`config.mk`:
```
export PLATFORM = sky130hd
export DESIGN_NAME = reg_access_top
export DESIGN_NICKNAME = d
export VERILOG_FILES = /design/src/common/reg_access_pkg.sv /design/src/source/reg_access_top.sv /design/src/source/stack_tracker.sv /design/src/regfile/gpr_file.sv /design/src/source/esp_write_counter.sv /design/src/source/stage_ctrl.sv
export SDC_FILE = /design/constraint.sdc
export NUM_CORES = 1
export LEC_CHECK = 0
export BUFFER_PORTS_ARGS = -buffer_cell sky130_fd_sc_hd__buf_2
export CORE_UTILIZATION = 50
export DETAILED_ROUTE_END_ITERATION = 10
export GPL_ROUTABILITY_DRIVEN = 0
export PLACE_DENSITY = 0.69
export SLEW_MARGIN = 0
export SYNTH_ARGS = -nofsm -noshare
export SYNTH_HDL_FRONTEND = slang
export SYNTH_HIERARCHICAL = 1
export SYNTH_SLANG_ARGS = --single-unit
```
`constraint.sdc`:
```
create_clock -name clk -period 8.3 [get_ports clk]
set_input_delay 2.075 -clock clk [delete_from_list [all_inputs] [get_ports clk]]
set_output_delay 2.075 -clock clk [all_outputs]
set_load 0.03 [all_outputs]
```
`src/common/reg_access_pkg.sv`:
```
// ~~~~~~~~~~~~~~~~~~~~~~~~~~~~~~
// Register access stage shared types
// Widths, encodings, bundles and step rules
// ~~~~~~~~~~~~~~~~~~~~~~~~~~~~~~

package reg_access_pkg;

    typedef logic [31:0] data_t;
    typedef logic [2:0]  reg_num_t;

    // Bit 1 pop, bit 0 push
    typedef logic [1:0]  stack_op_t;

    typedef enum logic [1:0] {
        SIZE_NONE  = 2'd0,
        SIZE_BYTE  = 2'd1,
        SIZE_WORD  = 2'd2,
        SIZE_DWORD = 2'd3
    } op_size_e;

    typedef enum logic [2:0] {
        OPK_NONE      = 3'd0,
        OPK_REG       = 3'd1,
        OPK_IMM       = 3'd2,
        OPK_MEM       = 3'd3,
        OPK_MODRM_REG = 3'd4
    } operand_kind_e;

    localparam reg_num_t REG_ESP = 3'd4;

    typedef struct packed {
        op_size_e      size;
        operand_kind_e op0_kind;
        operand_kind_e op1_kind;
        reg_num_t      op0_reg;
        reg_num_t      op1_reg;
        logic [7:0]    modrm;
        stack_op_t     stack_op;
        logic          movs;
        logic [3:0]    alu_op;
        data_t         imm;
        data_t         pc;
    } decode_bundle_t;

    typedef struct packed {
        op_size_e      size;
        operand_kind_e op0_kind;
        operand_kind_e op1_kind;
        reg_num_t      op0_reg;
        reg_num_t      op1_reg;
        stack_op_t     stack_op;
        logic          movs;
        logic [3:0]    alu_op;
        data_t         imm;
        data_t         pc;
        data_t         op0_value;
        data_t         op1_value;
        data_t         stack_address;
    } issue_bundle_t;

    typedef struct packed {
        logic     en;
        reg_num_t number;
        op_size_e size;
        logic     from_stack;
        data_t    data;
    } gpr_wb_t;

    typedef struct packed {
        logic      en;
        op_size_e  size;
        stack_op_t op;
    } stack_commit_t;

    // ESP offset of one stack operation, pop wins if both bits are set
    function automatic data_t stack_delta(input stack_op_t op, input op_size_e size);
        data_t delta;
        delta = '0;
        if (op[1]) begin
            delta = (size == SIZE_DWORD) ? 32'd4 : 32'd2;
        end else if (op[0]) begin
            case (size)
                SIZE_DWORD: delta = 32'hFFFF_FFFC;
                SIZE_WORD:  delta = 32'hFFFF_FFFE;
                default:    delta = 32'hFFFF_FFFF;
            endcase
        end
        return delta;
    endfunction

    // ESI/EDI offset for one string move
    function automatic data_t string_delta(input op_size_e size, input logic df);
        data_t mag;
        case (size)
            SIZE_BYTE:  mag = 32'd1;
            SIZE_WORD:  mag = 32'd2;
            SIZE_DWORD: mag = 32'd4;
            default:    mag = 32'd0;
        endcase
        return df ? (~mag + 32'd1) : mag;
    endfunction

endpackage
```
`src/source/reg_access_top.sv`:
```
// ~~~~~~~~~~~~~~~~~~~~~~~~~~~~~~
// Register access stage top
// Resolves operands, reads the GPRs and issues
// ~~~~~~~~~~~~~~~~~~~~~~~~~~~~~~

module reg_access_top
    import reg_access_pkg::*;
#(
    parameter int DATA_W = 32,
    parameter int CNT_W  = 3
) (
    input  logic           clk,
    input  logic           arst_n,
    input  logic           flush,
    input  logic           flag_df,

    input  logic           d_valid,
    output logic           d_ready,
    input  decode_bundle_t dec,

    output logic           r_valid,
    input  logic           r_ready,
    output issue_bundle_t  issue,

    input  gpr_wb_t        wb_reg,
    input  stack_commit_t  wb_stack
);

    reg_num_t      op0_reg;
    reg_num_t      op1_reg;
    data_t         op0_value;
    data_t         op1_value;
    data_t         arch_esp;
    data_t         stack_address;
    logic          accept;
    logic          is_stack_op;
    logic          esp_dest;
    logic          stack_stall;
    logic          string_step;
    issue_bundle_t next_issue;

    // ModRM reg field replaces the decode register number
    assign op0_reg = (dec.op0_kind == OPK_MODRM_REG) ? dec.modrm[2:0] : dec.op0_reg;
    assign op1_reg = (dec.op1_kind == OPK_MODRM_REG) ? dec.modrm[2:0] : dec.op1_reg;

    assign is_stack_op = |dec.stack_op;

    // Non-stack instruction that will write ESP later
    assign esp_dest = ((dec.op0_kind == OPK_REG) || (dec.op0_kind == OPK_MODRM_REG))
                      && (op0_reg == REG_ESP) && !is_stack_op;

    assign string_step = accept && dec.movs;

    always_comb begin
        next_issue.size          = dec.size;
        next_issue.op0_kind      = dec.op0_kind;
        next_issue.op1_kind      = dec.op1_kind;
        next_issue.op0_reg       = op0_reg;
        next_issue.op1_reg       = op1_reg;
        next_issue.stack_op      = dec.stack_op;
        next_issue.movs          = dec.movs;
        next_issue.alu_op        = dec.alu_op;
        next_issue.imm           = dec.imm;
        next_issue.pc            = dec.pc;
        next_issue.op0_value     = op0_value;
        next_issue.op1_value     = op1_value;
        next_issue.stack_address = stack_address;
    end

    stage_ctrl u_stage_ctrl (
        .clk         (clk),
        .arst_n      (arst_n),
        .flush       (flush),
        .d_valid     (d_valid),
        .d_ready     (d_ready),
        .r_valid     (r_valid),
        .r_ready     (r_ready),
        .is_stack_op (is_stack_op),
        .stack_stall (stack_stall),
        .next_issue  (next_issue),
        .issue       (issue),
        .accept      (accept)
    );

    esp_write_counter #(.CNT_W(CNT_W)) u_esp_write_counter (
        .clk         (clk),
        .arst_n      (arst_n),
        .flush       (flush),
        .accept      (accept),
        .esp_dest    (esp_dest),
        .wb_reg      (wb_reg),
        .stack_stall (stack_stall)
    );

    gpr_file #(.DATA_W(DATA_W)) u_gpr_file (
        .clk         (clk),
        .arst_n      (arst_n),
        .wb_reg      (wb_reg),
        .wb_stack    (wb_stack),
        .string_step (string_step),
        .flag_df     (flag_df),
        .step_size   (dec.size),
        .rd0_num     (op0_reg),
        .rd1_num     (op1_reg),
        .rd0_data    (op0_value),
        .rd1_data    (op1_value),
        .arch_esp    (arch_esp)
    );

    stack_tracker #(.DATA_W(DATA_W)) u_stack_tracker (
        .clk           (clk),
        .arst_n        (arst_n),
        .flush         (flush),
        .accept        (accept),
        .stack_op      (dec.stack_op),
        .size          (dec.size),
        .wb_reg        (wb_reg),
        .arch_esp      (arch_esp),
        .stack_address (stack_address)
    );

endmodule

```
`src/source/stack_tracker.sv`:
```
// ~~~~~~~~~~~~~~~~~~~~~~~~~~~~~~
// Speculative stack pointer
// Generates flat push and pop addresses
// ~~~~~~~~~~~~~~~~~~~~~~~~~~~~~~

module stack_tracker
    import reg_access_pkg::*;
#(
    parameter int DATA_W = 32
) (
    input  logic      clk,
    input  logic      arst_n,
    input  logic      flush,
    input  logic      accept,
    input  stack_op_t stack_op,
    input  op_size_e  size,
    input  gpr_wb_t   wb_reg,
    input  data_t     arch_esp,
    output data_t     stack_address
);

    logic [DATA_W-1:0] spec_esp_q;
    logic [DATA_W-1:0] spec_esp_next;
    logic              is_push;
    logic              esp_wb;

    // Pop has priority when both bits are set
    assign is_push = stack_op[0] && !stack_op[1];

    assign spec_esp_next = spec_esp_q + stack_delta(stack_op, size);

    // Push goes to the decremented ESP, everything else to the current one
    assign stack_address = is_push ? spec_esp_next : spec_esp_q;

    assign esp_wb = wb_reg.en && (wb_reg.number == REG_ESP) && !wb_reg.from_stack;

    // No stack op is in flight when a plain ESP write lands.
    // It also wins over flush, since arch ESP takes the same value at this edge
    always_ff @(posedge clk or negedge arst_n) begin
        if (!arst_n) begin
            spec_esp_q <= '0;
        end else if (esp_wb) begin
            spec_esp_q <= wb_reg.data;
        end else if (flush) begin
            spec_esp_q <= arch_esp;
        end else if (accept && (|stack_op)) begin
            spec_esp_q <= spec_esp_next;
        end
    end

endmodule

```
`src/regfile/gpr_file.sv`:
```
// ~~~~~~~~~~~~~~~~~~~~~~~~~~~~~~
// General register file
// Sized writeback, string stepping, ESP commit
// ~~~~~~~~~~~~~~~~~~~~~~~~~~~~~~

module gpr_file
    import reg_access_pkg::*;
#(
    parameter int DATA_W = 32
) (
    input  logic          clk,
    input  logic          arst_n,

    input  gpr_wb_t       wb_reg,
    input  stack_commit_t wb_stack,

    input  logic          string_step,
    input  logic          flag_df,
    input  op_size_e      step_size,

    input  reg_num_t      rd0_num,
    input  reg_num_t      rd1_num,
    output data_t         rd0_data,
    output data_t         rd1_data,
    output data_t         arch_esp
);

    localparam reg_num_t REG_ESI = 3'd6;
    localparam reg_num_t REG_EDI = 3'd7;

    logic [DATA_W-1:0] gpr_q [8];
    logic [DATA_W-1:0] gpr_d [8];
    logic              step_en;

    // Replace the low byte, low word or the whole register
    function automatic logic [DATA_W-1:0] merge_sized(
        input logic [DATA_W-1:0] old_val,
        input data_t             new_val,
        input op_size_e          size
    );
        logic [DATA_W-1:0] result;
        result = old_val;
        case (size)
            SIZE_BYTE:  result[7:0]  = new_val[7:0];
            SIZE_WORD:  result[15:0] = new_val[15:0];
            SIZE_DWORD: result       = new_val;
            default:    result       = old_val;
        endcase
        return result;
    endfunction

    assign step_en = string_step && (step_size != SIZE_NONE);

    // Later assignments take priority over the writeback
    always_comb begin
        gpr_d = gpr_q;

        if (wb_reg.en) begin
            gpr_d[wb_reg.number] = merge_sized(gpr_q[wb_reg.number], wb_reg.data,
                                               wb_reg.size);
        end

        // MOVS moves both string pointers together
        if (step_en) begin
            gpr_d[REG_ESI] = gpr_q[REG_ESI] + string_delta(step_size, flag_df);
            gpr_d[REG_EDI] = gpr_q[REG_EDI] + string_delta(step_size, flag_df);
        end

        // Architectural ESP only moves on stack commit
        if (wb_stack.en) begin
            gpr_d[REG_ESP] = gpr_q[REG_ESP] + stack_delta(wb_stack.op, wb_stack.size);
        end
    end

    always_ff @(posedge clk or negedge arst_n) begin
        if (!arst_n) begin
            gpr_q <= '{default: '0};
        end else begin
            gpr_q <= gpr_d;
        end
    end

    // No bypass, a write shows up the cycle after
    assign rd0_data = gpr_q[rd0_num];
    assign rd1_data = gpr_q[rd1_num];
    assign arch_esp = gpr_q[REG_ESP];

endmodule

```
`src/source/esp_write_counter.sv`:
```
// ~~~~~~~~~~~~~~~~~~~~~~~~~~~~~~
// In-flight ESP write counter
// ~~~~~~~~~~~~~~~~~~~~~~~~~~~~~~

module esp_write_counter
    import reg_access_pkg::*;
#(
    parameter int CNT_W = 3
) (
    input  logic    clk,
    input  logic    arst_n,
    input  logic    flush,
    input  logic    accept,
    input  logic    esp_dest,
    input  gpr_wb_t wb_reg,
    output logic    stack_stall
);

    logic [CNT_W-1:0] count_q;
    logic             inc;
    logic             dec;

    assign inc = accept && esp_dest;
    assign dec = wb_reg.en && (wb_reg.number == REG_ESP) && !wb_reg.from_stack;

    // Saturates at both ends
    always_ff @(posedge clk or negedge arst_n) begin
        if (!arst_n) begin
            count_q <= '0;
        end else if (flush) begin
            count_q <= '0;
        end else if (inc && !dec && (count_q != '1)) begin
            count_q <= count_q + 1'b1;
        end else if (dec && !inc && (count_q != '0)) begin
            count_q <= count_q - 1'b1;
        end
    end

    assign stack_stall = |count_q;

endmodule

```
`src/source/stage_ctrl.sv`:
```
// ~~~~~~~~~~~~~~~~~~~~~~~~~~~~~~
// Stage handshake controller
// Owns the issue output register
// ~~~~~~~~~~~~~~~~~~~~~~~~~~~~~~

module stage_ctrl
    import reg_access_pkg::*;
(
    input  logic          clk,
    input  logic          arst_n,
    input  logic          flush,

    input  logic          d_valid,
    output logic          d_ready,
    output logic          r_valid,
    input  logic          r_ready,

    input  logic          is_stack_op,
    input  logic          stack_stall,

    input  issue_bundle_t next_issue,
    output issue_bundle_t issue,
    output logic          accept
);

    typedef enum logic {
        EMPTY = 1'b0,
        FULL  = 1'b1
    } state_e;

    state_e        state_q;
    state_e        state_d;
    issue_bundle_t issue_q;
    logic          drain;
    logic          live_q;

    assign r_valid = (state_q == FULL);
    assign drain   = r_valid && r_ready;

    // Room when empty or draining this edge; stack ops wait on ESP writes
    assign d_ready = live_q
                     && ((state_q == EMPTY) || r_ready)
                     && (!stack_stall || !is_stack_op)
                     && !flush;

    assign accept = d_valid && d_ready;

    always_comb begin
        state_d = state_q;
        if (flush) begin
            state_d = EMPTY;
        end else if (accept) begin
            state_d = FULL;
        end else if (drain) begin
            state_d = EMPTY;
        end
    end

    // Ready stays low until the first edge out of reset
    always_ff @(posedge clk or negedge arst_n) begin
        if (!arst_n) begin
            state_q <= EMPTY;
            live_q  <= 1'b0;
        end else begin
            state_q <= state_d;
            live_q  <= 1'b1;
        end
    end

    always_ff @(posedge clk) begin
        if (accept) begin
            issue_q <= next_issue;
        end
    end

    assign issue = issue_q;

endmodule

```
==> results by group <==
Clocking
  – Hold buffers post-CTS: 0
  – Post CTS Setup Buffer Count: 0
  – Root Driver: clkbuf_16
  – Clock Path Buffers: 3
  – # resized after CTS: 0
  – H-Tree Depth: 2
  – Worst skew pair latency: 0.62 ns
  – CTS tree: done
  – Clk sinks: 474
  – Clk slew on worst S/H paths: 0.06 ns
  – Cts bufs inserted: 51

Pwr
  – Power per cell area: 295 mW/mm^2
  – P_leak: 14.4 nW
  – Max VDD drop: about 0.15 mV

GRT
  – Pin count of the biggest net entering global routing: 119
  – GR Overflow Total: 0
  – Initial antenna violation count: 2
  – Tot GR Track Use: around 29%
  – Global-route wire length before repair: 139000 um
  – Vias in the first global route: 24179

STA
  – Setup TNS Final: 0 ns
  – Endpoints failing hold: 0
  – RSZ-0062 raised after global routing: false
  – Slew Limit Fails: 0
  – Final Critical Period: between 5 and 6 ns
  – Worst-Margin Slew: roughly 1.2 ns
  – Clock skew: 0.0186 ns
  – # setup viols final: 0
  – F_max: 171 MHz
  – Final cycle utilization of the critical path: 70.4%
  – Rel. slew slack: between 20% and 30%
  – Final worst slack: 2.46 ns

Placement
  – Post-placement setup slack: 1.95 ns
  – Buffers on Ports: 320
  – DP Wirelength: 62400 um
  – Placed Cells: around 3800
  – Placed instance area: 0.0326 mm^2

Critical path
  – Crit path max fanout: 27
  – Crit path DAT: approximately 6.3 ns
  – Crit path launch type: input port
  – Critical path data required time: 8.76 ns
  – Critical path type: input port to flip-flop
  – Worst Reg-to-Reg Cells: 12
  – Worst setup EP type: flip-flop

Synth
  – Netlist cell types: 94
  – Gate Count Post-Synth: 2885
  – Seq/Total Area, Yosys: between 40% and 50%
  – Number of flops mapped to enable cells by yosys: 181
  – Syn Area/Cell: 10.6 um^2
  – Post-synth top area share: 24.0%
  – Syn nets: about 3200
  – Top_reg_cell synth: dfrtp_1
  – Asr flop ratio synth: between 60% and 70%
  – Seq cells post-synth: 474
  – Synth Cell Area: 0.0306 mm^2
  – Leading area contributor after synthesis: dfrtp_1
  – Largest cells by area after synthesis: dfrtp_1 (24%), edfxtp_1 (18%), mux4_2 (14%)
  – Synth warn: 6

Die
  – Die height: between 200 and 250 um
  – # rows: 90
  – Core area: between 0.06 and 0.07 mm^2
  – Chip Width: 249 um
  – Die ar.: 0.0622 mm^2
  – # IOs: 326
  – Starting Density: 50.7%

Worst hold path
  – Hold depth: 2
  – Hold Crit Class: flip-flop to flip-flop

Cells and area
  – Cell area after layout: about 0.034 mm^2
  – Fin nets: ~3300
  – Post-Layout Cell Count: 3900
  – Synthesis-to-finish area growth: 11.6%
  – Share of layout cells above drive strength 1: a little under a quarter
  – Fin util: 56.6%

Drt
  – Number of DRC markers in iteration 0: 2767
  – Vias per inst: 6.40
  – Total number of vias: 24970
  – DRT antenna net count: 0
  – First-pass DRT Iterations: 5
  – Wire length per cell: 23.1 um
  – DRC errors left: 0
  – Total wire length: 90300 um

Outcome
  – Outcome: complete, no violations

Run
  – Max_cap viols: 0
cell families after synthesis:
kind of cell               after synthesis  share of synthesized area [%]
AOI/OAI and AO/OA                      872                           17.2
and+or+nand+nor                        730                           10.6
DFF                                    474                           41.7
muxes                                  307                           18.2
buffers and inverters                  264                           3.73
adders and majority gates              133                           5.56
xor gates and xnor gates               104                           2.98
other                                    1                         0.0123
power by group:
group	switching (W)	total (W)	internal, W
Combinational	0.00224	0.00411	0.00188
Sequential	0.000708	0.00371	0.00300
Clock	0.000971	0.00224	0.00127
Yosys cell counts (15+ instances only):
| cell | instances |
|---|---|
| a211oi_1 | 91 |
| a21o_1 | 65 |
| a21oi_1 | 228 |
| a31oi_1 | 19 |
| buf_1 | 30 |
| buf_4 | 32 |
| clkbuf_1 | 143 |
| dfrtp_1 | 293 |
| edfxtp_1 | 181 |
| ha_1 | 128 |
| inv_1 | 46 |
| mux2_2 | 73 |
| mux2i_1 | 42 |
| mux4_2 | 192 |
| nand2_1 | 372 |
| nand3_1 | 34 |
| nand4_1 | 22 |
| nor2_1 | 179 |
| nor2b_1 | 15 |
| nor3_1 | 19 |
| o211ai_1 | 26 |
| o21ai_0 | 291 |
| o21ai_1 | 39 |
| o21bai_1 | 20 |
| xnor2_1 | 57 |
| xor2_1 | 47 |
placed cells by master, fill, tap and decap left out, types with 19 or more instances in the layout:
cell,instances
buf_4,32
mux4_2,192
edfxtp_1,181
a211oi_1,91
nand2_1,369
a21oi_1,228
nand4_1,22
nor3_1,19
mux2i_1,42
mux2_2,71
nand3_1,32
o21ai_1,39
xor2_1,47
a21o_1,65
a31oi_1,19
o21ai_0,291
o21bai_1,20
xnor2_1,57
ha_1,128
buf_2,318
dfrtp_1,293
nor2_1,179
clkbuf_16,51
inv_1,45
o211ai_1,26
sequential cells by signal (all words and copies together), names as in the netlist:
| name | cells |
|---|---|
| u_stage_ctrl/live_q | 1 |
| u_gpr_file/arch_esp | 32 |
| u_stage_ctrl/r_valid | 1 |
| u_esp_write_counter/count_q | 3 |
| u_stage_ctrl/issue | 181 |
| u_stack_tracker/spec_esp_q | 32 |
| u_gpr_file/gpr_q | 224 |
cell type report:
type	count	area [um^2]
fill	5032	26200
timing repair buffer	353	1890
sequential	474	12800
clock inverter	25	239
tap	782	978
clock buffer	70	1360
inverter	46	173
multi-input combinational	2147	16700
antenna	3	7.51
final timing paths:
kind | from | slack, ns | endpoint
setup / recovery | dec[92] | 2.46 | u_gpr_file/gpr_q[62]
hold / removal | u_stack_tracker/spec_esp_q[2] | 0.52 | u_stack_tracker/spec_esp_q[2]
setup reg to reg | u_gpr_file/arch_esp[0] | 4.56 | u_gpr_file/arch_esp[28]
hold reg to reg | u_stack_tracker/spec_esp_q[2] | 0.52 | u_stack_tracker/spec_esp_q[2]
max in group asynchronous | arst_n | 5.19 | u_stack_tracker/spec_esp_q[31]
min in group asynchronous | arst_n | 1.54 | u_gpr_file/gpr_q[135]
through the flow:
stage,hold slack [ns],power [W]
final,0.516,0.0101
after global routing,0.544,0.0106
after CTS,0.518,0.0100
after detailed placement,0.505,0.00773
after global placement,0.492,0.00756
after floorplan,0.477,0.00668
layer usage:
metal	wire (um)	GRT usage [%]	part of all wire (%)	vias to the layer above
met3	8500	6.32	9.4	215
met5	0	0	0	-
li1	-	-	-	11226
met2	42600	46.0	47	1319
met1	35400	37.7	39	12210
met4	3710	12.2	4.1	0
critical path, cell delays in order:
cell	delay, ns
buf_2	0.20
inv_1	0.09
ha_1	0.25
nand2b_1	0.38
inv_2	0.56
ha_1	0.41
o21a_1	0.21
o31a_1	0.13
o31ai_1	0.61
a21oi_1	0.28
a21oi_1	0.42
o21ai_1	0.19
a31oi_1	0.22
xor2_1	0.17
o21ai_0	0.09
Note: power is estimated with default switching activity, not from simulation.
